`config.mk`:
```
export PLATFORM = sky130hd
export DESIGN_NAME = l2_mux
export DESIGN_NICKNAME = d
export VERILOG_FILES = /design/src/hw/tile_pkg.sv /design/src/hw/l2_mux.sv
export SDC_FILE = /design/constraint.sdc
export NUM_CORES = 1
export LEC_CHECK = 0
export BUFFER_PORTS_ARGS = -buffer_cell sky130_fd_sc_hd__clkbuf_2
export CAP_MARGIN = 20
export CORE_AREA = 2 2 124 126
export CTS_CLUSTER_DIAMETER = 150
export CTS_CLUSTER_SIZE = 24
export DETAILED_ROUTE_END_ITERATION = 6
export DIE_AREA = 0 0 126 128
export GPL_TIMING_DRIVEN = 1
export SLEW_MARGIN = 10
export SYNTH_ARGS = -nofsm -noshare
export SYNTH_HDL_FRONTEND = slang
export SYNTH_SLANG_ARGS = --single-unit
```
`constraint.sdc`:
```
create_clock -name clk_i -period 2.6 [get_ports clk_i]
set_input_delay 0.52 -clock clk_i [delete_from_list [all_inputs] [get_ports clk_i]]
set_output_delay 0.52 -clock clk_i [all_outputs]
set_load 0.05 [all_outputs]
```
`src/hw/tile_pkg.sv`:
```
package tile_pkg;

  localparam int unsigned ADDR_W = 32;
  localparam int unsigned DATA_W = 32;
  localparam int unsigned BE_W   = DATA_W / 8;
  localparam int unsigned ROW_W  = 16;  // Widest row index a bank may use

  localparam int unsigned N_BANKS_DEF = 4;
  localparam int unsigned N_WORDS_DEF = 64;

  // Address map
  localparam logic [ADDR_W-1:0] L1_BASE  = 32'h1000_0000;
  localparam logic [ADDR_W-1:0] DMA_BASE = 32'h2000_0000;
  localparam logic [ADDR_W-1:0] DMA_SIZE = 32'h0000_0010;

  // DMA register offsets inside its window
  localparam logic [3:0] REG_SRC  = 4'h0;  // Source byte address
  localparam logic [3:0] REG_DST  = 4'h4;  // Destination byte address
  localparam logic [3:0] REG_LEN  = 4'h8;  // Word count
  localparam logic [3:0] REG_CTRL = 4'hC;  // Start, direction, clear / status

  typedef enum logic [1:0] {
    TGT_L2,
    TGT_L1,
    TGT_DMA
  } target_e;

  // Interrupt vector layout
  localparam int unsigned N_IRQ         = 32;
  localparam int unsigned IRQ_DMA_START = 16;
  localparam int unsigned IRQ_DMA_BUSY  = 17;
  localparam int unsigned IRQ_DMA_DONE  = 18;
  localparam int unsigned IRQ_DMA_ERROR = 19;
  localparam logic [N_IRQ-1:0] IRQ_EXT_MASK = 32'h0000_0888;  // Lines 3, 7 and 11

  typedef logic [N_IRQ-1:0] irq_t;

  typedef struct packed {
    logic              req;
    logic              we;
    logic [BE_W-1:0]   be;
    logic [ADDR_W-1:0] addr;
    logic [DATA_W-1:0] wdata;
  } mem_req_t;

  typedef struct packed {
    logic              gnt;
    logic              rvalid;
    logic [DATA_W-1:0] rdata;
    logic              err;
  } mem_rsp_t;

  // What a single scratchpad bank sees
  typedef struct packed {
    logic              req;
    logic              we;
    logic [BE_W-1:0]   be;
    logic [ROW_W-1:0]  row;
    logic [DATA_W-1:0] wdata;
  } bank_req_t;

endpackage
```
`src/hw/l2_mux.sv`:
```
`timescale 1ns/1ns

module l2_mux (
  input  logic               clk_i,
  input  logic               rst_ni,
  input  tile_pkg::mem_req_t host_req_i,
  output tile_pkg::mem_rsp_t host_rsp_o,
  input  tile_pkg::mem_req_t dma_req_i,
  output tile_pkg::mem_rsp_t dma_rsp_o,
  output tile_pkg::mem_req_t l2_req_o,
  input  tile_pkg::mem_rsp_t l2_rsp_i
);

  logic sel;      // 0 host, 1 DMA
  logic owner_q;
  logic lock_q;   // Held from grant to rvalid
  logic prio_q;   // Winner of the next conflict

  assign sel = dma_req_i.req && (!host_req_i.req || prio_q);

  always_comb begin
    l2_req_o     = sel ? dma_req_i : host_req_i;
    l2_req_o.req = !lock_q && (host_req_i.req || dma_req_i.req);
  end

  always_comb begin
    host_rsp_o = '0;
    dma_rsp_o  = '0;
    if (lock_q) begin
      if (owner_q) dma_rsp_o = l2_rsp_i;
      else         host_rsp_o = l2_rsp_i;
      host_rsp_o.gnt = 1'b0;
      dma_rsp_o.gnt  = 1'b0;
    end else begin
      host_rsp_o.gnt = l2_rsp_i.gnt && l2_req_o.req && !sel;
      dma_rsp_o.gnt  = l2_rsp_i.gnt && l2_req_o.req && sel;
    end
  end

  always_ff @(posedge clk_i or negedge rst_ni) begin
    if (!rst_ni) begin
      owner_q <= 1'b0;
      lock_q  <= 1'b0;
      prio_q  <= 1'b0;
    end else if (!lock_q) begin
      if (l2_req_o.req && l2_rsp_i.gnt) begin
        lock_q  <= 1'b1;
        owner_q <= sel;
        prio_q  <= !sel;  // Alternate when both wait
      end
    end else if (l2_rsp_i.rvalid) begin
      lock_q <= 1'b0;
    end
  end

endmodule

```
# Yosys cells after proc, flatten, opt, wreduce, memory -nomap -nowiden
# Index checks and enable logic that the tools add are counted.
[word_totals]
register_bits = 3
latch_bits = 0
mem_bits_rw = 0
mem_bits_ro = 0
input_bits = 177
out_inout_bits = 140
wordCells = 25
mem_count = 0
[op_classes]
addsub = 0
mul = 0
div_mod_pow = 0
n_lt_le_gt_ge = 0
n_eq_ne = 0
n_shift = 0
n_mux = 10
bitwise = 1
n_reduce_logical = 11
[ops]
columns = ["operator", "n"]
rows = [
  ["two-way mux 34 bit", 4],
  ["two-way mux 69 bit", 1],
  ["logical AND 1 bit", 5],
  ["two-way mux 1 bit", 5],
  ["logical NOT 1 bit", 3],
  ["logical OR 1 bit", 2],
  ["AND reduction 2 bit", 1],
  ["NOT 1 bit", 1],
]

# Longest topological paths before layout
[logic_depth]
depth_word = 6
mapped_depth = 5
ltp_nobuf = 3

# Worst setup path before layout
# Ideal clock, no wire load.
[synth_timing]
kind = "input to output"
from = "input l2_rsp_i[34] (netlist name)"
to = "output host_rsp_o[34] (netlist name)"
t_arrival_ns = 1.548
t_required_ns = 2.080
path_slack_ns = 0.532
stages = 3
cell_sequence = "nor2b_1 > nand2_1 > a21oi_1"
[synth_rtl]
columns = ["element", "line", "text"]
rows = [
  ["start: declaration", "l2_mux.sv:11", "input tile_pkg::mem_rsp_t l2_rsp_i"],
  ["end: declaration", "l2_mux.sv:7", "output tile_pkg::mem_rsp_t host_rsp_o,"],
]

==> results.md <==
- Status: complete, no violations
- Rows: 45
- Root buffer cell: clkbuf_16
- Critical path class: in -> out
- Tot Pwr: 2.00 mW
- Register-to-Register Path Depth: 3
- Total core area: 14,900 sq um
- Max-slew headroom: 80.2%
- Top-count cell post-synth: mux2_2
- Nets: 658
- CTS H-tree lvls: 1
- Synth area leader: mux2_2
- CTS Sinks: 3
- Adder-Cell Fraction of Synth Area: 0%
- Die area: 16,100 sq um
- Final Hold Vio Count: 0
- Post-Syn Area: 1470 sq um
- CTS Buf Count: 3
- Slew Limit Fails: 0
- Cells after synthesis: 172
- Hold Worst Slack: 0.0921 ns
- First-pass GRT wire length: 12.1 mm
- IO Pins: 317
- Die width: 126 um
- Port bufs: 316
- Post-synth ARST share: 100%
- Crit share post-route: 92.4%
- CP Launch Type: primary input
- Maxcap violations: 0
- Worst VDD drop: 216 uV
- Register area share after synthesis: 5.09%
- Clk_lat worst skew: 0.22 ns
- Mux share of post-synthesis cell area: 52.7%
- N_diodes: 0
- Synth Flop Type: dfrtp_1
- Initial core utilization: 9.92%
- Main combinational cell family by area after synthesis: multiplexers
- Critical path capture point type: primary output
- Worst-case clock buffer depth: 2
- Area growth, synth to finish: 125%
- Grt total ovfl: 0
- Hpwl dp: 8.30 mm
- Clk slew on worst S/H paths: 0.03 ns
- Non-Filler Instances: 668
- Dpl cells: 664
- Vias in the first global route: 2,253
- Number of enable flip-flop cells after synthesis: 0
- Warnings, synthesis: 0
- Top post-synthesis cells by count: 63 x mux2_2, 34 x and2_1, 34 x and3_1
- Syn_nets: 349
- Final setup TNS: 0 ns
- Setup Skew: 0.00217 ns
- Yosys top cell area share: 48.1%
- Post-Syn Area per Cell: 8.57 sq um
- Initial drt markers: 71
- Via count: 2,515
- Yosys cell types: 19
- Antenna viol nets, final: 0
- Synth Area in Compound Gates: 3.23%
- Setup violators final: 0
- Drt drc: 0
- Worst hold-check path type: in -> async
- Routability Congestion: 0.821
- Worst Path Required: 2.08 ns
- Final wirelength: 9.10 mm
- Worst-margin pin slew: 0.298 ns
- Hold bufs inserted after CTS: 0
- Initial antenna violation count: 0
- Unrepaired setup endpoints after global routing: no
- Post-DR wirelength/cell: 13.6 um
- Worst Path Max Fanout: 19
- Largest net degree at the start of global routing: 53
- Die height: 128 um
- Static Leak: 2.05 nW
- Postcts setup bufs: 0
- Post_cts resized: 0
- Min cycle time layout: 2.40 ns
- Synth Area in Simple Gates: 31.0%
- Tot GR Track Use: 9.62%
- Max Fclk: 0.416 GHz
- Post-Synth XOR/XNOR Area: 0%
- Synth top area cells: mux2_2 48%, and2_1 14%, and3_1 14%, dfrtp_1 5.1%, mux2_1 4.6%
- CTS tree: yes
- Critical Path AT: 1.88 ns
- Pwr Density: 605 nW/um^2
- Seq cells post-synth: 3
- 1st-pass router iterations: 4
- Reg2reg setup slack: 1.51 ns
- Via-to-Cell Ratio: 3.76
- Share of layout cells above drive strength 1: 81.0%
[worst paths after layout]
| kind | from | to |
|---|---|---|
| hold / removal | rst_ni | owner_q |
| max in group asynchronous | rst_ni | prio_q |
| setup reg to reg | prio_q | owner_q |
| min in group clk_i | l2_rsp_i[33] | lock_q |
| hold reg to reg | prio_q | prio_q |
| setup / recovery | host_req_i[69] | l2_req_o[67] |
[cell families (layout without fill, tap and decap cells)]
logic type             Yosys count  after routing
AO/OA/AOI/OAI                    6              6
flip-flops                       3              3
multiplexers                    69             69
buffers and inverters           19            327
AND/OR/NAND/NOR                 75             75
[per-stage QoR]
step	instance area [sq um]	setup slack [ns]	util (%)
floorplan	1470	0.532	-
global placement	3230	0.162	21.7
detailed placement	3230	0.163	21.7
CTS	3310	0.154	22.3
global route	3310	0.106	22.3
finish	3310	0.196	22.3
[sequential cells by signal (all words and copies together) (netlist names)]
name     count
owner_q      1
prio_q       1
lock_q       1
[layout by cell type (no fill, tap or decap)]
| master | netlist | final |
|---|---|---|
| clkbuf_2 | 1 | 316 |
| mux2_1 | 6 | 6 |
| nor2_2 | 1 | 1 |
| nand2_1 | 2 | 2 |
| nor2b_1 | 1 | 1 |
| o2bb2ai_1 | 1 | 1 |
| buf_12 | 0 | 1 |
| mux2_2 | 63 | 63 |
| and2_1 | 34 | 34 |
| o21ai_4 | 1 | 1 |
| clkbuf_1 | 9 | 1 |
| buf_4 | 2 | 4 |
| clkbuf_16 | 0 | 3 |
| and3_1 | 34 | 34 |
| a21oi_1 | 2 | 2 |
| nor2_1 | 3 | 3 |
| a31oi_1 | 1 | 1 |
| o22ai_1 | 1 | 1 |
| inv_1 | 2 | 2 |
| dfrtp_1 | 3 | 3 |
[per-layer routing]
metal	global-route usage, %	up-vias	part of all wire [%]
li1	-	1233	-
met1	12.5	1096	40
met2	16.9	184	50
met3	1.67	2	9.9
met4	1.75	0	0.37
met5	0	-	0
[critical path, stage by stage]
cell and delay (ns):
clkbuf_2 0.12, inv_1 0.07, o21ai_4 0.20, buf_4 0.29, mux2_1 0.41, clkbuf_2 0.26
[area by class of cell]
cell class                 count  area (sq um)
inverter                       2          7.51
multi-input combinational    150          1280
clock buffer                   4          78.8
tap                          188           235
sequential                     3          75.1
fill                        1679         11600
timing repair buffer         321          1630
[where the power goes]
group | internal (mW) | switching (mW) | leakage (nW) | total [mW]
registers | 0.0596 | 0.0209 | 0.0352 | 0.0805
logic | 0.470 | 1.21 | 1.97 | 1.68
clock network | 0.202 | 0.0418 | 0.0382 | 0.244
total | 0.732 | 1.27 | 2.05 | 2.00
Note: power is estimated with default switching activity, not from simulation.
