### src/hw/tile_pkg.sv
package tile_pkg;

  localparam int unsigned ADDR_W = 32;
  localparam int unsigned DATA_W = 32;
  localparam int unsigned BE_W   = DATA_W / 8;
  localparam int unsigned ROW_W  = 16;  // Widest row index a bank may use

  localparam int unsigned N_BANKS_DEF = 4;
  localparam int unsigned N_WORDS_DEF = 64;

  // Address map
  localparam logic [ADDR_W-1:0] L1_BASE  = 32'h1000_0000;
  localparam logic [ADDR_W-1:0] DMA_BASE = 32'h2000_0000;
  localparam logic [ADDR_W-1:0] DMA_SIZE = 32'h0000_0010;

  // DMA register offsets inside its window
  localparam logic [3:0] REG_SRC  = 4'h0;  // Source byte address
  localparam logic [3:0] REG_DST  = 4'h4;  // Destination byte address
  localparam logic [3:0] REG_LEN  = 4'h8;  // Word count
  localparam logic [3:0] REG_CTRL = 4'hC;  // Start, direction, clear / status

  typedef enum logic [1:0] {
    TGT_L2,
    TGT_L1,
    TGT_DMA
  } target_e;

  // Interrupt vector layout
  localparam int unsigned N_IRQ         = 32;
  localparam int unsigned IRQ_DMA_START = 16;
  localparam int unsigned IRQ_DMA_BUSY  = 17;
  localparam int unsigned IRQ_DMA_DONE  = 18;
  localparam int unsigned IRQ_DMA_ERROR = 19;
  localparam logic [N_IRQ-1:0] IRQ_EXT_MASK = 32'h0000_0888;  // Lines 3, 7 and 11

  typedef logic [N_IRQ-1:0] irq_t;

  typedef struct packed {
    logic              req;
    logic              we;
    logic [BE_W-1:0]   be;
    logic [ADDR_W-1:0] addr;
    logic [DATA_W-1:0] wdata;
  } mem_req_t;

  typedef struct packed {
    logic              gnt;
    logic              rvalid;
    logic [DATA_W-1:0] rdata;
    logic              err;
  } mem_rsp_t;

  // What a single scratchpad bank sees
  typedef struct packed {
    logic              req;
    logic              we;
    logic [BE_W-1:0]   be;
    logic [ROW_W-1:0]  row;
    logic [DATA_W-1:0] wdata;
  } bank_req_t;

endpackage
### src/hw/addr_demux.sv
`timescale 1ns/1ns

module addr_demux #(
  parameter int unsigned N_BANKS = tile_pkg::N_BANKS_DEF,
  parameter int unsigned N_WORDS = tile_pkg::N_WORDS_DEF
) (
  input  logic               clk_i,
  input  logic               rst_ni,
  input  tile_pkg::mem_req_t host_req_i,
  output tile_pkg::mem_rsp_t host_rsp_o,
  output tile_pkg::mem_req_t l1_req_o,
  input  tile_pkg::mem_rsp_t l1_rsp_i,
  output tile_pkg::mem_req_t l2_req_o,
  input  tile_pkg::mem_rsp_t l2_rsp_i,
  output tile_pkg::mem_req_t reg_req_o,
  input  tile_pkg::mem_rsp_t reg_rsp_i
);

  localparam logic [tile_pkg::ADDR_W-1:0] L1Size = N_BANKS * N_WORDS * 4;

  tile_pkg::target_e tgt_d, tgt_q, sel_tgt;
  tile_pkg::mem_rsp_t sel_rsp;
  logic pend_q;  // One host transaction in flight

  always_comb begin
    tgt_d = tile_pkg::TGT_L2;  // Anything unmapped goes out to L2
    if (host_req_i.addr >= tile_pkg::L1_BASE && host_req_i.addr < tile_pkg::L1_BASE + L1Size)
      tgt_d = tile_pkg::TGT_L1;
    else if (host_req_i.addr >= tile_pkg::DMA_BASE &&
             host_req_i.addr < tile_pkg::DMA_BASE + tile_pkg::DMA_SIZE)
      tgt_d = tile_pkg::TGT_DMA;
  end

  always_comb begin
    l1_req_o      = host_req_i;
    l2_req_o      = host_req_i;
    reg_req_o     = host_req_i;
    l1_req_o.req  = host_req_i.req && !pend_q && tgt_d == tile_pkg::TGT_L1;
    l2_req_o.req  = host_req_i.req && !pend_q && tgt_d == tile_pkg::TGT_L2;
    reg_req_o.req = host_req_i.req && !pend_q && tgt_d == tile_pkg::TGT_DMA;
  end

  // While pending, the recorded target owns the response path
  assign sel_tgt = pend_q ? tgt_q : tgt_d;

  always_comb begin
    unique case (sel_tgt)
      tile_pkg::TGT_L1:  sel_rsp = l1_rsp_i;
      tile_pkg::TGT_DMA: sel_rsp = reg_rsp_i;
      default:           sel_rsp = l2_rsp_i;
    endcase
    host_rsp_o        = sel_rsp;
    host_rsp_o.gnt    = sel_rsp.gnt && host_req_i.req && !pend_q;
    host_rsp_o.rvalid = sel_rsp.rvalid && pend_q;
  end

  always_ff @(posedge clk_i or negedge rst_ni) begin
    if (!rst_ni) begin
      pend_q <= 1'b0;
      tgt_q  <= tile_pkg::TGT_L2;
    end else if (host_rsp_o.gnt) begin
      pend_q <= 1'b1;
      tgt_q  <= tgt_d;
    end else if (host_rsp_o.rvalid) begin
      pend_q <= 1'b0;
    end
  end

endmodule

### config.mk
export PLATFORM = sky130hd
export DESIGN_NAME = addr_demux
export DESIGN_NICKNAME = d
export VERILOG_FILES = /design/src/hw/tile_pkg.sv /design/src/hw/addr_demux.sv
export SDC_FILE = /design/constraint.sdc
export NUM_CORES = 1
export LEC_CHECK = 0
export CAP_MARGIN = 20
export CORE_AREA = 5 5 163 165
export DETAILED_ROUTE_END_ITERATION = 16
export DIE_AREA = 0 0 168 170
export DONT_BUFFER_PORTS = 1
export GPL_ROUTABILITY_DRIVEN = 0
export MAX_ROUTING_LAYER = met4
export PLACE_DENSITY_LB_ADDON = 0.2
export RECOVER_POWER = 100
export SYNTH_ARGS = -nofsm -noshare
export SYNTH_HDL_FRONTEND = slang
export SYNTH_SLANG_ARGS = --single-unit
### constraint.sdc
create_clock -name clk_i -period 2.7 [get_ports clk_i]
set_input_delay 0.27 -clock clk_i [delete_from_list [all_inputs] [get_ports clk_i]]
set_output_delay 0.27 -clock clk_i [all_outputs]
set_load 0.05 [all_outputs]
Word-level counts from Yosys, hierarchy flattened
Index checks and enable logic that the tools add are counted.
{ "totals": {"regBits": 3} }
{ "op_classes": {"order_cmp": 4, "n_eq_ne": 4, "mux": 6, "n_reduce_logical": 12} }
{ "ops": {"columns": ["op", "count"], "rows": [
  ["$pmux 35 s2", 1],
  ["$ge 32x29->1 const B", 1],
  ["$ge 32x30->1 const B", 1],
  ["$lt 32x29->1 const B", 1],
  ["$lt 32x30->1 const B", 1],
  ["$logic_and 1x1->1", 9],
  ["$mux 2", 3],
  ["$eq 2x1->1 const B", 2],
  ["$eq 2x2->1 const B", 2],
  ["$logic_not 2->1", 1],
  ["$mux 1", 2],
  ["$reduce_bool 2->1", 1],
  ["$logic_not 1->1", 1]
]} }

Logic depth before layout (Yosys ltp)
{ "depth": {"depth_word": 10, "ltp_mapped": 9, "ltp_nobuf": 8} }

Least setup slack after synthesis
No wires, ideal clock.
{ "synth_path": {"path_type": "in2out", "startpoint": "input port host_req_i[37] (netlist bit)", "endpoint": "output port host_rsp_o[10] (netlist bit)", "t_arrival_ns": 3.219, "slack_ns": -0.789, "cell_stages": 8, "n_path_buf": 2, "cell_sequence": "or4_4 or2_4 o41ai_1 ha_1 clkbuf_1 clkbuf_1 a22oi_1 o21ai_0"} }
{ "synth_rtl": {"columns": ["element", "line", "text"], "rows": [
  ["start, declared", "addr_demux.sv:9", "input tile_pkg::mem_req_t host_req_i,"],
  ["end, declared", "addr_demux.sv:10", "output tile_pkg::mem_rsp_t host_rsp_o,"]
]} }

Worst setup path in the final report
{ "layout_path": {"startpoint": "input port host_req_i[37] (netlist bit)", "endpoint": "output port host_rsp_o[34] (netlist bit)"} }
{ "layout_between": {"elab_chain_cells": 9, "word_cells_on_any_way": 14, "classes_between": "order compare (4); eq/ne (2); mux (4); reduce/logical (4)"} }
{ "layout_lines": {"columns": ["element", "line", "text"], "rows": [
  ["$ge 32x30->1 or $lt 32x30->1 (tied branches)", "addr_demux.sv:29, addr_demux.sv:30", null],
  ["$logic_and 1x1->1", "addr_demux.sv:29", "else if (host_req_i.addr >= tile_pkg::DMA_BASE &&"],
  ["$mux 2", "addr_demux.sv:29", null],
  ["$mux 2 (*)", "addr_demux.sv:27", "if (host_req_i.addr >= tile_pkg::L1_BASE && host_req_i.addr < tile_pkg::L1_BASE + L1Size)"],
  ["$mux 2 (*)", "addr_demux.sv:44", "assign sel_tgt = pend_q ? tgt_q : tgt_d;"],
  ["$eq 2x2->1 or $eq 2x1->1 (tied branches)", "addr_demux.sv:47", "unique case (sel_tgt)"],
  ["$pmux 35 s2 (*)", "addr_demux.sv:47", null],
  ["$logic_and 1x1->1 (*) (2 in a row)", "addr_demux.sv:53", "host_rsp_o.gnt = sel_rsp.gnt && host_req_i.req && !pend_q;"]
]} }
Every way passes the cells marked *; elsewhere a longest branch is shown, timed or not.

==> flow_metrics.env <==
export IMPL_core_area_sq_um=24900
export IMPL_switching_share=0.361
export IMPL_worst_slew_pin_slew_ps=612
export IMPL_cts_tree="built"
export IMPL_critPathCaptureType="primary output"
export IMPL_met2_length_um=5090
export IMPL_synthArstFlopShare=1.00
export IMPL_reg2reg_from="pend_q"
export IMPL_dr_wl_met3_um=896
export IMPL_grt_first_pass_wirelength_um=12800
export IMPL_synth_simple_gate_area_frac=0.100
export IMPL_portBuffers=0
export IMPL_path_cells="or4_4, or2_4, o41ai_2, buf_4, ha_4, nor2b_1, or3_4, inv_2, buf_12"
export IMPL_row_count=58
export IMPL_worstPathArrival_ps=2390
export IMPL_num_io_pins=422
export IMPL_clkSlewWorstSetupHoldPaths_ps=30
export IMPL_clkLatencyLatePin_ps=230
export IMPL_critPathMaxStageDelay_ps=550
export IMPL_dr_first_iter_drc_count=64
export IMPL_synth_area_leaders="buf_4 62%, a22oi_1 9.9%, o21ai_0 7.0%"
export IMPL_synth_ff_type="dfrtp_1"
export IMPL_yosysMostFrequentCell="buf_4"
export IMPL_r2r_cells=6
export IMPL_cp_num_buf_inv=3
export IMPL_h_tree_depth=1
export IMPL_die_h_um=170
export IMPL_wl_um=9420
export IMPL_area_growth_syn_to_layout_pct=15.4
export IMPL_slew_violations=0
export IMPL_antenna_found_initial=0
export IMPL_wl_met1_um=3110
export IMPL_slew_headroom=0.594
export IMPL_crit_fanout=5
export IMPL_powerDensity_nw_per_um2=208
export IMPL_ys_seq_area_frac=0.0299
export IMPL_drive_gt1_frac=0.659
export IMPL_rsz0062_at_grt="true"
export IMPL_synth_seq_cells=3
export IMPL_drt_wirelength_per_cell_um=17.3
export IMPL_grt_overflow=0
export IMPL_synth_top_area_frac=0.619
export IMPL_power_switching_uw=218
export IMPL_synth_commonest_cells="207 x buf_4, 36 x nand2_1, 35 x o21ai_0, 33 x a22oi_1, 12 x clkbuf_1"
export IMPL_start_kind="input pin"
export IMPL_globalRouteTotalUtil=0.0609
export IMPL_internal_power_uw=385
export IMPL_grt_pass1_vias=1976
export IMPL_postRouteAntennaNets=0
export IMPL_seqPwrFrac=0.085
export IMPL_peakVddDrop_uv=345
export IMPL_share_comb_of_total_power=0.516
export IMPL_setup_viol=0
export IMPL_netlist_instances=363
export IMPL_r2r_end="tgt_q[0]"
export IMPL_period_minus_slack_ps=2660
export IMPL_critPathTopFamily="simple AND/OR/NAND/NOR gates"
export IMPL_r2r_slack_ps=430
export IMPL_synth_xor_area_frac=0
export IMPL_initial_core_util=0.101
export IMPL_drc=0
export IMPL_fin_nets=394
export IMPL_synth_edf_count=0
export IMPL_syn_area_sq_um=2510
export IMPL_tns_ps=0
export IMPL_routed_top_layer="met4"
export IMPL_p_leak_uw=0.000942
export IMPL_fin_total_pwr_uw=603
export IMPL_synth_compound_area_frac=0.214
export IMPL_yosysWarnings=0
export IMPL_status="completed"
export IMPL_pwr_share_clk=0.399
export IMPL_vias_per_cell=3.20
export IMPL_clk_path_buf_depth=2
export IMPL_critPathRequiredTime_ps=2430
export IMPL_yosys_area_top_type="buf_4"
export IMPL_dp_final_hpwl_um=7990
export IMPL_drtPass1Iterations=4
export IMPL_pre_cts_ws_ps=-119
export IMPL_max_cap_violations=0
export IMPL_cp_slowest_cell="or4_4"
export IMPL_die_area_sq_um=28600
export IMPL_via_count=1740
export IMPL_hp_class="in2async"
export IMPL_finClkSkew_ps=0.942
export IMPL_final_setup_worst_slack_ps=38.5
export IMPL_num_antenna_cells=0
export IMPL_ys_types=27
export IMPL_synthAdderAreaFrac=0.00996
export IMPL_timing_fmax_ghz=0.376
export IMPL_synthesis_nets=542
export IMPL_fp_dieW_um=168
export IMPL_finish_utilization=0.116
export IMPL_critical_path_class="in2out"
export IMPL_numCtsBuffers=3
export IMPL_synth_top_family_by_area="buffers and inverters"
export IMPL_clock_sinks=3
export IMPL_grt_max_degree=22
export IMPL_synth_mux_area_frac=0
export IMPL_finalCritPeriodShare=0.986
export IMPL_finalHoldViolCount=0
export IMPL_root_buffer="clkbuf_16"
export IMPL_avgSynthCellArea_sq_um=6.92
export IMPL_fill_cells=2841
placed cells by master, fill, tap and decap left out, drive strengths merged, types with 2 or more instances in the layout:
master,Yosys,routed
nand2,36,36
clkbuf,12,7
o41a,2,2
inv,2,2
o31ai,2,2
o21ai,35,35
dfrtp,3,3
buf,211,66
o41ai,4,4
nor4,7,7
nand2b,2,2
nor2b,2,2
a22oi,33,33
ha,2,2
stage by stage:
step / std cells / hold slack (ps) / area (sq um)
floorplan: 363 / -25.6 / 2740
global placement: 536 / -25.5 / 2540
detailed placement: 536 / -25.4 / 2540
CTS: 541 / 301 / 2690
global route: 544 / 319 / 2900
finish: 544 / 301 / 2900
routing by layer:
metal | track usage | up-vias
met5 | - | -
met4 | 0.0378 | 0
met3 | 0.0123 | 52
met2 | 0.107 | 201
met1 | 0.0625 | 761
li1 | - | 726
cell type report:
class,count,area [sq um],share of cell area
clock buffers,4,78.8,0.0272
repair buffers,70,1030,0.355
well taps,330,413,0.142
inverters,2,7.51,0.00259
flip-flops and latches,3,75.1,0.0259
multi-input cells,135,1300,0.447
worst max-delay path by stage:
stage,endpoint,depth (start not counted),from
4_1_cts,host_rsp_o[19],10,host_req_i[37]
6_report,host_rsp_o[34],9,host_req_i[37]
2_1_floorplan,host_rsp_o[22],8,host_req_i[37]
3_3_place_gp,host_rsp_o[21],10,host_req_i[55]
3_5_place_dp,host_rsp_o[1],10,host_req_i[55]
5_1_grt,host_rsp_o[34],8,host_req_i[37]
sequential cells by signal (all words and copies together), names as in the netlist:
register and count:
tgt_q 2, pend_q 1
power by group through the flow:
stage	Sequential [uW]	Clock, uW	Combinational, uW
floorplan	47.6	0	992
global placement	51.5	0	302
detailed placement	51.4	0	301
CTS	51.6	249	305
global route	51.8	248	323
finish	51.4	241	311
kinds of logic after synthesis:
kind of cell / Yosys count
and+or+nand+nor: 53
buffers and inverters: 225
AOI/OAI and AO/OA: 80
adders and majority gates: 2
DFF: 3
timing repair:
| action | 4_1_cts | 5_1_grt |
|---|---|---|
| pin swaps | 2 | 12 |
| endpoints found under the hold margin | 3 | 0 |
| gates resized for setup | 11 | 36 |
| cloned | 0 | 0 |
| buffers inserted | 0 | 3 |
| endpoints found under the setup margin | 34 | 35 |
| hold buffers | 1 | 0 |
(Power assumes the default switching activity.)
