===== config.mk =====
export PLATFORM = sky130hd
export DESIGN_NAME = dma_engine
export DESIGN_NICKNAME = d
export VERILOG_FILES = /design/src/hw/tile_pkg.sv /design/src/hw/dma_engine.sv
export SDC_FILE = /design/constraint.sdc
export NUM_CORES = 1
export LEC_CHECK = 0
export BUFFER_PORTS_ARGS = -buffer_cell sky130_fd_sc_hd__buf_2
export CAP_MARGIN = 25
export CORE_UTILIZATION = 25
export DETAILED_ROUTE_END_ITERATION = 10
export PLACE_DENSITY_LB_ADDON = 0.3
export SYNTH_ARGS = -nofsm -noshare
export SYNTH_HDL_FRONTEND = slang
export SYNTH_SLANG_ARGS = --single-unit

===== constraint.sdc =====
create_clock -name clk_i -period 2.2 [get_ports clk_i]
set_input_delay 0.44 -clock clk_i [delete_from_list [all_inputs] [get_ports clk_i]]
set_output_delay 0.44 -clock clk_i [all_outputs]
set_load 0.02 [all_outputs]

===== src/hw/tile_pkg.sv =====
package tile_pkg;

  localparam int unsigned ADDR_W = 32;
  localparam int unsigned DATA_W = 32;
  localparam int unsigned BE_W   = DATA_W / 8;
  localparam int unsigned ROW_W  = 16;  // Widest row index a bank may use

  localparam int unsigned N_BANKS_DEF = 4;
  localparam int unsigned N_WORDS_DEF = 64;

  // Address map
  localparam logic [ADDR_W-1:0] L1_BASE  = 32'h1000_0000;
  localparam logic [ADDR_W-1:0] DMA_BASE = 32'h2000_0000;
  localparam logic [ADDR_W-1:0] DMA_SIZE = 32'h0000_0010;

  // DMA register offsets inside its window
  localparam logic [3:0] REG_SRC  = 4'h0;  // Source byte address
  localparam logic [3:0] REG_DST  = 4'h4;  // Destination byte address
  localparam logic [3:0] REG_LEN  = 4'h8;  // Word count
  localparam logic [3:0] REG_CTRL = 4'hC;  // Start, direction, clear / status

  typedef enum logic [1:0] {
    TGT_L2,
    TGT_L1,
    TGT_DMA
  } target_e;

  // Interrupt vector layout
  localparam int unsigned N_IRQ         = 32;
  localparam int unsigned IRQ_DMA_START = 16;
  localparam int unsigned IRQ_DMA_BUSY  = 17;
  localparam int unsigned IRQ_DMA_DONE  = 18;
  localparam int unsigned IRQ_DMA_ERROR = 19;
  localparam logic [N_IRQ-1:0] IRQ_EXT_MASK = 32'h0000_0888;  // Lines 3, 7 and 11

  typedef logic [N_IRQ-1:0] irq_t;

  typedef struct packed {
    logic              req;
    logic              we;
    logic [BE_W-1:0]   be;
    logic [ADDR_W-1:0] addr;
    logic [DATA_W-1:0] wdata;
  } mem_req_t;

  typedef struct packed {
    logic              gnt;
    logic              rvalid;
    logic [DATA_W-1:0] rdata;
    logic              err;
  } mem_rsp_t;

  // What a single scratchpad bank sees
  typedef struct packed {
    logic              req;
    logic              we;
    logic [BE_W-1:0]   be;
    logic [ROW_W-1:0]  row;
    logic [DATA_W-1:0] wdata;
  } bank_req_t;

endpackage

===== src/hw/dma_engine.sv =====
`timescale 1ns/1ns

module dma_engine (
  input  logic               clk_i,
  input  logic               rst_ni,
  input  tile_pkg::mem_req_t reg_req_i,
  output tile_pkg::mem_rsp_t reg_rsp_o,
  output tile_pkg::mem_req_t l1_req_o,
  input  tile_pkg::mem_rsp_t l1_rsp_i,
  output tile_pkg::mem_req_t l2_req_o,
  input  tile_pkg::mem_rsp_t l2_rsp_i,
  output logic               start_o,
  output logic               busy_o,
  output logic               done_o,
  output logic               error_o
);

  typedef enum logic [2:0] {ST_IDLE, ST_RD, ST_RD_WAIT, ST_WR, ST_WR_WAIT} state_e;

  state_e state_q;
  logic [tile_pkg::ADDR_W-1:0] src_q, dst_q;
  logic [tile_pkg::DATA_W-1:0] len_q, word_q, reg_rdata, reg_rdata_q;
  logic dir_q, busy_q, done_q, error_q, start_q, reg_rvalid_q;
  logic reg_wr, ctrl_wr, go;
  tile_pkg::mem_req_t rd_req, wr_req;
  tile_pkg::mem_rsp_t src_rsp, dst_rsp;

  assign reg_wr  = reg_req_i.req && reg_req_i.we;
  assign ctrl_wr = reg_wr && reg_req_i.addr[3:0] == tile_pkg::REG_CTRL;
  assign go      = ctrl_wr && reg_req_i.wdata[0] && !busy_q;  // Start while busy is dropped

  always_comb begin
    unique case (reg_req_i.addr[3:0])
      tile_pkg::REG_SRC: reg_rdata = src_q;
      tile_pkg::REG_DST: reg_rdata = dst_q;
      tile_pkg::REG_LEN: reg_rdata = len_q;
      default:           reg_rdata = {29'b0, error_q, done_q, busy_q};
    endcase
  end

  always_ff @(posedge clk_i or negedge rst_ni) begin
    if (!rst_ni) reg_rvalid_q <= 1'b0;
    else         reg_rvalid_q <= reg_req_i.req;
  end

  always_ff @(posedge clk_i) begin
    reg_rdata_q <= reg_rdata;
    if (state_q == ST_RD_WAIT && src_rsp.rvalid) word_q <= src_rsp.rdata;
  end

  assign reg_rsp_o = '{gnt: reg_req_i.req, rvalid: reg_rvalid_q, rdata: reg_rdata_q, err: 1'b0};

  always_ff @(posedge clk_i or negedge rst_ni) begin
    if (!rst_ni) begin
      state_q <= ST_IDLE;
      src_q   <= '0;
      dst_q   <= '0;
      len_q   <= '0;
      dir_q   <= 1'b0;
      busy_q  <= 1'b0;
      done_q  <= 1'b0;
      error_q <= 1'b0;
      start_q <= 1'b0;
    end else begin
      start_q <= go;  // One cycle per accepted copy
      if (reg_wr && !busy_q) begin
        unique case (reg_req_i.addr[3:0])
          tile_pkg::REG_SRC: src_q <= reg_req_i.wdata;
          tile_pkg::REG_DST: dst_q <= reg_req_i.wdata;
          tile_pkg::REG_LEN: len_q <= reg_req_i.wdata;
          default: ;
        endcase
      end
      if (ctrl_wr && reg_req_i.wdata[2]) begin
        done_q  <= 1'b0;
        error_q <= 1'b0;
      end
      if (go) begin
        dir_q   <= reg_req_i.wdata[1];
        done_q  <= (len_q == '0);  // Empty copy finishes at once
        error_q <= 1'b0;
        if (len_q != '0) begin
          busy_q  <= 1'b1;
          state_q <= ST_RD;
        end
      end
      unique case (state_q)
        ST_RD: if (src_rsp.gnt) state_q <= ST_RD_WAIT;
        ST_RD_WAIT: begin
          if (src_rsp.rvalid) begin
            if (src_rsp.err) begin
              state_q <= ST_IDLE;
              busy_q  <= 1'b0;
              done_q  <= 1'b1;
              error_q <= 1'b1;
            end else begin
              state_q <= ST_WR;
            end
          end
        end
        ST_WR: if (dst_rsp.gnt) state_q <= ST_WR_WAIT;
        ST_WR_WAIT: begin
          if (dst_rsp.rvalid) begin
            src_q <= src_q + 4;
            dst_q <= dst_q + 4;
            len_q <= len_q - 1;
            if (dst_rsp.err || len_q == 1) begin
              state_q <= ST_IDLE;
              busy_q  <= 1'b0;
              done_q  <= 1'b1;
              error_q <= dst_rsp.err;
            end else begin
              state_q <= ST_RD;
            end
          end
        end
        default: ;
      endcase
    end
  end

  always_comb begin
    rd_req       = '0;
    rd_req.req   = state_q == ST_RD;
    rd_req.be    = '1;
    rd_req.addr  = src_q;
    wr_req       = '0;
    wr_req.req   = state_q == ST_WR;
    wr_req.we    = 1'b1;
    wr_req.be    = '1;
    wr_req.addr  = dst_q;
    wr_req.wdata = word_q;
  end

  // Direction 0 reads L2 and writes L1, direction 1 the reverse
  assign l2_req_o = dir_q ? wr_req : rd_req;
  assign l1_req_o = dir_q ? rd_req : wr_req;
  assign src_rsp  = dir_q ? l1_rsp_i : l2_rsp_i;
  assign dst_rsp  = dir_q ? l2_rsp_i : l1_rsp_i;

  assign start_o = start_q;
  assign busy_o  = busy_q;
  assign done_o  = done_q;
  assign error_o = error_q;

endmodule


-- Word-level counts from Yosys, hierarchy flattened
Cells that the tools add are included.
- flip-flop bits (word level): 169
- output and inout bits: 179
- add/sub/neg operators: 3
- equal/unequal tests: 8
- muxes and demuxes: 47
- reductions and logical operators: 12
- operator list (operator ; number):
    32-bit two-way mux ; 12
    70-bit two-way mux ; 2
    32-bit one-hot mux with 3 select lines ; 1
    35-bit two-way mux ; 2
    32-bit by 3-bit adder with 32-bit output, second input constant ; 2
    32-bit by 1-bit equality test with 1-bit output, second input constant ; 1
    32-bit zero test ; 1
    32-bit nonzero test ; 1
    32-bit by 1-bit subtractor with 32-bit output, second input constant ; 1
    1-bit two-way mux ; 19
    3-bit two-way mux ; 6
    3-bit one-hot mux with 4 select lines ; 1
    4-bit equality test, second input constant ; 2
    1-bit logical AND ; 7
    3-bit by 2-bit equality test with 1-bit output, second input constant ; 2
    1-bit one-hot mux with 2 select lines ; 3
    4-bit by 3-bit equality test with 1-bit output, second input constant ; 1
    4-bit zero test ; 1
    3-bit by 1-bit equality test with 1-bit output, second input constant ; 1
    3-bit equality test, second input constant ; 1
    2-bit two-way mux ; 1
    1-bit zero test ; 1
    1-bit logical OR ; 1

-- Logic depth before layout (Yosys ltp)
Gate-level depths: netlist of run 1.
- depth in word-level cells: 8
- depth in mapped cells: 9
- depth with buffers taken out: 6

-- Least setup slack after synthesis of run 1
Ideal clock, no wire load.
- path type: reg-to-reg
- from: register state_q[1]
- to: register state_q[1]
- data arrival time: 2.056 ns
- required time: 2.060 ns
- slack: 0.004 ns
- cell stages (with the launch flop): 8
- cells stage by stage: dfrtp_1 > clkbuf_1 > nand2b_1 > or3_1 > inv_1 > nand2_1 > o2111ai_1 > a31oi_1
- word-level cells in the longest chain between the ends: 4
- RTL lines (element ; line ; source):
    start, declared ; dma_engine.sv:20 ; state_e state_q;
    start signal, assigned ; dma_engine.sv:55 ; state_q <= ST_IDLE;
    start signal, assigned ; dma_engine.sv:84 ; state_q <= ST_RD;
    start signal, assigned ; dma_engine.sv:88 ; ST_RD: if (src_rsp.gnt) state_q <= ST_RD_WAIT;
    3-bit two-way mux ; dma_engine.sv:82 ; if (len_q != '0) begin
    3-bit two-way mux ; dma_engine.sv:78 ; if (go) begin
    3-bit two-way mux, on equally long branches ; n/a ;
    3-bit one-hot mux with 4 select lines * ; dma_engine.sv:87 ; unique case (state_q)
Mark *: on every way between the ends. The rest lies on a longest branch, timed or not.
A chain may end at the register's enable or synchronous reset.

==> impl_metrics.csv, run 1 <==
group,metric,value,unit
run_status,outcome,"complete, but fails checks",
run_status,failed_checks,"negative setup slack",
global_routing,track_usage,20.0,%
final_layout,final_core_util,35.2,%
synthesis,synth-simple-area-share,24.0,%
clock_tree,clock-sinks,169,
final_layout,stdcell_area,0.0148,mm²
synthesis,synth_area_leaders,"dfrtp_1 25%, mux2_2 10%, edfxtp_1 9.0%",
final_layout,fin_nets,1698,
floorplan,die_w,209,µm
power,power,0.0188,W
detailed_routing,vias,11162,
floorplan,die_h,209,µm
clock_tree,clockBufferDepth,2,
run,max_cap_violations,0,
floorplan,io_pins,321,
power,pwr-share-seq,28.8,%
detailed_routing,drc,0,
power,ir_worst_vdd,0.633,mV
synthesis,synth_cells,1202,
final_layout,drive_gt1_share,38.6,%
worst_hold_path,hold_class,"in -> reg",
synthesis,synth.avg_cell_area,8.88,µm²
clock_tree,htreeDepth,4,
setup_path,critical_path_class,"reg -> out",
setup_path,crit_arrival,1.77,ns
synthesis,synth_top_area_cell,"dfrtp_1",
synthesis,ys_ff_latch,169,
setup_path,worst_setup_path_end_kind,"output port",
synthesis,synth-compound-area-share,16.7,%
synthesis,synth-adder-area-share,0.586,%
synthesis,synth_top_family_by_area,"simple AND/OR/NAND/NOR gates",
power,p_leak,6.38,nW
sta,holdWs,0.183,ns
sta,hold_viol,0,
power,p_clk_share,16.2,%
floorplan,initial_core_util,25.4,%
detailed_routing,ant_nets,0,
setup_path,crit_fanout,23,
detailed_routing,routed_wl,45.2,mm
detailed_routing,wire_per_inst,21.5,µm
detailed_routing,first_iter_violations,917,
power,pwr-share-comb,55.0,%
synthesis,yosysSeqAreaShare,39.6,%
synthesis,synth_area,0.0107,mm²
detailed_routing,viasPerCell,5.30,
sta,setup_violations,1,
synthesis,ys_types,82,
synthesis,synthArstFlopShare,62.1,%
placement,post_dp_cell_area,0.0135,mm²
sta,period_share,100,%
clock_tree,clk_pin_slew,0.07,ns
clock_tree,worstSkewPairLatency,0.46,ns
sta,clock.fmax,453,MHz
global_routing,antenna_found_initial,5,
placement,place.gp.congestion,0.916,
placement,hpwl,33.5,mm
global_routing,grt_pass1_vias,10535,
synthesis,yosys-mux-area-fraction,13.3,%
setup_path,required,1.76,ns
sta,rsz0062_at_grt,"true",
power,power_density,1270,mW/mm²
clock_tree,numCtsBuffers,17,
floorplan,die_area,0.0435,mm²
global_routing,grt_max_degree,46,
synthesis,ys_warn_count,0,
global_routing,grt_overflow_total,0,
clock_tree,root_buffer,"clkbuf_16",
floorplan,core,0.0420,mm²
setup_path,cp-start-kind,"flop",
detailed_routing,dr.pass1.iters,5,
global_routing,grt_pass1_wl,65.8,mm
synthesis,synth_edf_count,32,
sta,fin_skew,0.0146,ns
sta,setup_ws,-0.00542,ns
final_layout,area_delta_synth_final,38.6,%
sta,slew_violations,0,
synthesis,ys.flop_type,"dfrtp_1",
power,intPower,0.0103,W
synthesis,synth-xor-area-share,0.492,%
synthesis,synth_top_cell_area_share,24.6,%
power,swShare,45.3,%
clock_tree,cts_tree,"built",
placement,io_buffers,279,
power,p_switching,0.00850,W
floorplan,rows,75,
sta,min_period,2.21,ns
sta,setup_tns,-0.00542,ns
-- through the flow --
| stage | worst slack (ns) | cells |
|---|---|---|
| detailed placement | -0.0269 | 2058 |
| finish | -0.00542 | 2106 |
| floorplan | 0.00409 | 1209 |
| CTS | -0.0825 | 2093 |
| global route | -0.0571 | 2105 |
| global placement | 0.00736 | 2058 |
-- area by class of cell --
cell class	count	area, µm²
multi-input cells	915	6130
inverters	21	78.8
clock inverters	13	116
well taps	539	674
diodes	3	7.51
flip-flops and latches	169	4230
clock buffers	19	464
repair buffers	427	3090
fillers	4355	27200
-- cells in the mapped netlist (4+ instances only) --
cell type / n
nand4_1: 18
o31ai_1: 10
o211ai_1: 5
o22ai_1: 19
a221o_1: 8
nor2_1: 147
a311oi_1: 16
nand2b_1: 5
nand2_1: 88
a221oi_1: 4
buf_2: 29
and2_1: 37
clkbuf_1: 53
dfxtp_1: 32
o221a_2: 8
nor4_1: 15
a22oi_1: 5
inv_1: 21
dfrtp_1: 105
ha_1: 5
a21o_1: 4
or3_1: 15
a211oi_1: 12
a21oi_1: 83
nor2b_1: 35
buf_1: 8
and4_1: 11
nor3b_1: 6
a31oi_1: 8
and3_1: 16
buf_4: 14
o21ai_0: 48
mux2i_1: 34
edfxtp_1: 32
nand3_1: 32
nor3_1: 46
mux2_2: 95
-- cells by family (layout without fill, tap and decap cells) --
family,count (synthesis),count (layout)
and+or+nand+nor,499,499
adders and majority gates,5,5
AOI/OAI and AO/OA,266,266
muxes,130,130
xor gates and xnor gates,6,6
buffers and inverters,125,480
DFF,169,169
other,2,12
-- worst max-delay path, cell delays in order (launching register included) --
cell,delay (ns)
dfrtp_4,0.51
buf_12,0.16
buf_16,0.15
buf_16,0.16
nor2b_1,0.16
buf_4,0.16
-- flip-flops by register name, indices dropped and copies added (netlist names) --
signal	flops
reg_rdata_q	32
word_q	32
src_q	32
error_o	1
state_q	3
len_q	32
dir_q	1
busy_o	1
done_o	1
dst_q	32
reg_rvalid_q	1
start_o	1
-- power groups by stage --
stage	logic, W	registers [W]	clock network [W]
floorplan	0.00570	0.00519	0
global placement	0.00939	0.00539	0
detailed placement	0.00945	0.00541	0
CTS	0.00968	0.00537	0.00312
global route	0.0111	0.00555	0.00324
finish	0.0103	0.00540	0.00305
-- metal layers --
layer	global-route usage [%]	up-vias	share of wire [%]
met5	0	-	0.073
met4	6.62	4	2.8
met3	3.37	64	6.4
met2	31.9	538	46
met1	27.4	5436	45
li1	-	5120	-
-- path summary, 6_finish.rpt --
kind                                from      endpoint  slack [ns]  cells after the start
max in group asynchronous         rst_ni         dir_q        1.07                      3
min reg2reg                     src_q[0]      src_q[0]        0.52                      2
max reg2reg                    dst_q[12]     dst_q[27]        0.07                      5
max                                dir_q   l1_req_o[1]      -0.005                      5
min in group asynchronous         rst_ni     len_q[12]        0.47                      2
min                        reg_req_i[69]  reg_rvalid_q        0.18                      1
-- placed cells by master (no fill, tap or decap), types with 6 or more instances in the layout --
master / netlist / layout
a211oi_1: 12 / 12
a21oi_1: 83 / 83
a221o_1: 8 / 8
a311oi_1: 16 / 16
a31oi_1: 8 / 8
and2_1: 37 / 36
and3_1: 16 / 16
and4_1: 11 / 11
buf_12: 0 / 14
buf_2: 29 / 225
buf_4: 14 / 152
buf_6: 0 / 26
clkbuf_16: 0 / 23
conb_1: 2 / 9
dfrtp_1: 105 / 104
dfxtp_1: 32 / 32
edfxtp_1: 32 / 32
inv_1: 21 / 21
mux2_2: 95 / 84
mux2_4: 0 / 11
mux2i_1: 34 / 34
nand2_1: 88 / 87
nand3_1: 32 / 32
nand4_1: 18 / 18
nor2_1: 147 / 145
nor2b_1: 35 / 21
nor2b_4: 0 / 11
nor3_1: 46 / 46
nor3b_1: 6 / 6
nor4_1: 15 / 14
o21ai_0: 48 / 44
o221a_2: 8 / 8
o22ai_1: 19 / 19
o31ai_1: 10 / 10
or3_1: 15 / 15
-- timing repair --
item	in CTS	in global routing
endpoints found under the setup margin	97	130
buffers inserted	0	2
gates cloned	2	8
endpoints found under the hold margin	27	0
resized for setup	37	106
hold buffers	1	0
(Power assumes the default switching activity.)
==> inputs of run 2 (changes only) <==
Settings changed: CORE_UTILIZATION 25 to 49, CTS_BUF_LIST set to sky130_fd_sc_hd__clkbuf_8.
==> run 2 against run 1 <==
The flow finishes with violations (negative hold slack, negative setup slack). Critical endpoint is now l1_req_o[38]. Worst setup slack worse by 0.087 ns. Final cell count shrank 13%. Largest cell class unchanged. Core utilization is 31 points higher. Combinational power down 4%. Clock power shrank 23%. Count of clock-buffer cells in the layout shrank 2. Non-clock buffer count is 16 lower. Highest routed layer is now met4.
==> impl_metrics.csv, run 2 (synthesized netlist as in run 1, its figures left out) <==
group,metric,value,unit
run_status,outcome,"complete, but fails checks",
run_status,failed_checks,"negative hold slack, negative setup slack",
setup_path,reg2reg_from,"dir_q",
global_routing,grt_pass1_wl,59.1,mm
global_routing,track_usage,35.1,%
setup_path,crit_fanout,17,
global_routing,grt_pass1_vias,10492,
sta,hold_viol,3,
clock_tree,cts_tree,"built",
detailed_routing,wire_per_inst,22.0,µm
sta,fin_skew,0.0256,ns
worst_hold_path,hold_class,"in -> async",
floorplan,rows,53,
sta,max_slew.worst_pin.slew,0.630,ns
setup_path,critical_path_class,"reg -> out",
detailed_routing,ant_nets,0,
final_layout,final_core_util,66.1,%
floorplan,die_w,150,µm
power,power_density,1260,mW/mm²
detailed_routing,routed_wl,40.2,mm
setup_path,reg2reg_to,"src_q[25]",
detailed_routing,first_iter_violations,1337,
final_layout,final_common_cell,"buf_2",
setup_path,required,1.76,ns
run,max_cap_violations,0,
final_layout,area_delta_synth_final,31.1,%
final_layout,final_cell_mix,"228 x buf_2, 151 x buf_4, 146 x nor2_1",
setup_path,r2r_cells,7,
sta,holdWs,-0.0110,ns
clock_tree,clockBufferDepth,2,
clock_tree,root_buffer,"clkbuf_8",
clock_tree,numCtsBuffers,17,
clock_tree,worstSkewPairLatency,0.50,ns
clock_tree,clock-sinks,169,
setup_path,reg2reg_slack,0.02,ns
placement,dp_slack,-0.0935,ns
setup_path,worst_setup_path_end_kind,"output port",
sta,setup_tns,-4.09,ns
placement,placed_cells,1781,
power,ir_worst_vdd,0.647,mV
floorplan,io_pins,321,
setup_path,cp-start-kind,"flop",
final_layout,fin_cells,1824,
clock_tree,clk_pin_slew,0.12,ns
power,p_leak,6.17,nW
sta,max_slew_margin,58.0,%
floorplan,core,0.0212,mm²
floorplan,die_area,0.0224,mm²
detailed_routing,drc,0,
detailed_routing,dr.pass1.iters,6,
setup_path,crit_arrival,1.85,ns
placement,place.gp.congestion,0.975,
detailed_routing,vias,11391,
sta,period_share,104,%
global_routing,antenna_found_initial,0,
clock_tree,htreeDepth,4,
sta,setup_ws,-0.0928,ns
sta,setup_violations,100,
floorplan,die_h,150,µm
global_routing,grt_overflow_total,0,
final_layout,antenna_cells,0,
global_routing,grt_max_degree,106,
placement,hpwl,27.8,mm
sta,slew_violations,0,
detailed_routing,viasPerCell,6.25,
final_layout,fin_nets,1683,
sta,rsz0062_at_grt,"true",
sta,clock.fmax,436,MHz
sta,min_period,2.29,ns
final_layout,drive_gt1_share,38.0,%
floorplan,initial_core_util,50.4,%
placement,io_buffers,279,
final_layout,nFillCells,1729,
run 2: cell types whose count changed in the layout (fill, tap and decap cells not counted), moves of 3 or more:
cell and delta:
buf_2 +3, buf_6 -13, clkbuf_16 -21, clkbuf_8 +16, clkinvlp_4 -4, diode_2 -3, nor2b_1 +3, nor2b_2 +7
nor2b_4 -10, o21ai_1 +3
run 2: power by group:
group	switching (W)	internal (W)	leakage [nW]	total, W
combinational	0.00569	0.00419	4.23	0.00989
sequential	0.00124	0.00421	1.73	0.00545
clock	0.00130	0.00103	0.211	0.00234
total	0.00824	0.00943	6.17	0.0177
run 2: layout make-up:
cell class,instances,area (µm²),area share [%]
timing repair buffer,411,2850,20.4
sequential,169,4230,30.3
tap,275,344,2.46
clock buffer,17,234,1.67
multi-input combinational,916,6090,43.5
inverter,21,78.8,0.564
clock inverter,15,163,1.16
run 2: worst max-delay path: stages (launching register included):
cell and delay, ns:
dfrtp_4 0.61, buf_4 0.20, clkbuf_16 0.19, o21ai_2 0.18
buf_4 0.17
run 2: timing repair:
action,CTS,global route
hold buffers,0,0
setup buffers,3,1
resized for setup,40,73
gates cloned,5,3
endpoints found under the setup margin,114,150
pin swaps,2,1
run 2: routing by layer:
layer	up-vias	GRT usage, %	share of wire (%)
met4	0	17.0	4.3
met1	5383	44.5	37
met5	-	0	0
li1	5070	-	-
met3	149	10.3	12
met2	789	54.6	46
run 2: worst max-delay path by stage:
stage	startpoint	to	slack, ns	cells after the start
6_report	dir_q	l1_req_o[38]	-0.09	4
3_5_place_dp	reg_req_i[35]	src_q[19]	-0.09	8
4_1_cts	dir_q	l1_req_o[35]	-0.11	4
3_3_place_gp	reg_req_i[35]	src_q[19]	-0.07	8
2_1_floorplan	state_q[1]	state_q[1]	0.004	7
5_1_grt	dir_q	l2_req_o[59]	-0.10	3
run 2: per-stage QoR:
step                      cell area (µm²)  power, W
after floorplan                     10700    0.0109
after global placement              13000    0.0141
after detailed placement            13000    0.0143
after CTS                           13700    0.0171
after global routing                14000    0.0186
final                               14000    0.0177
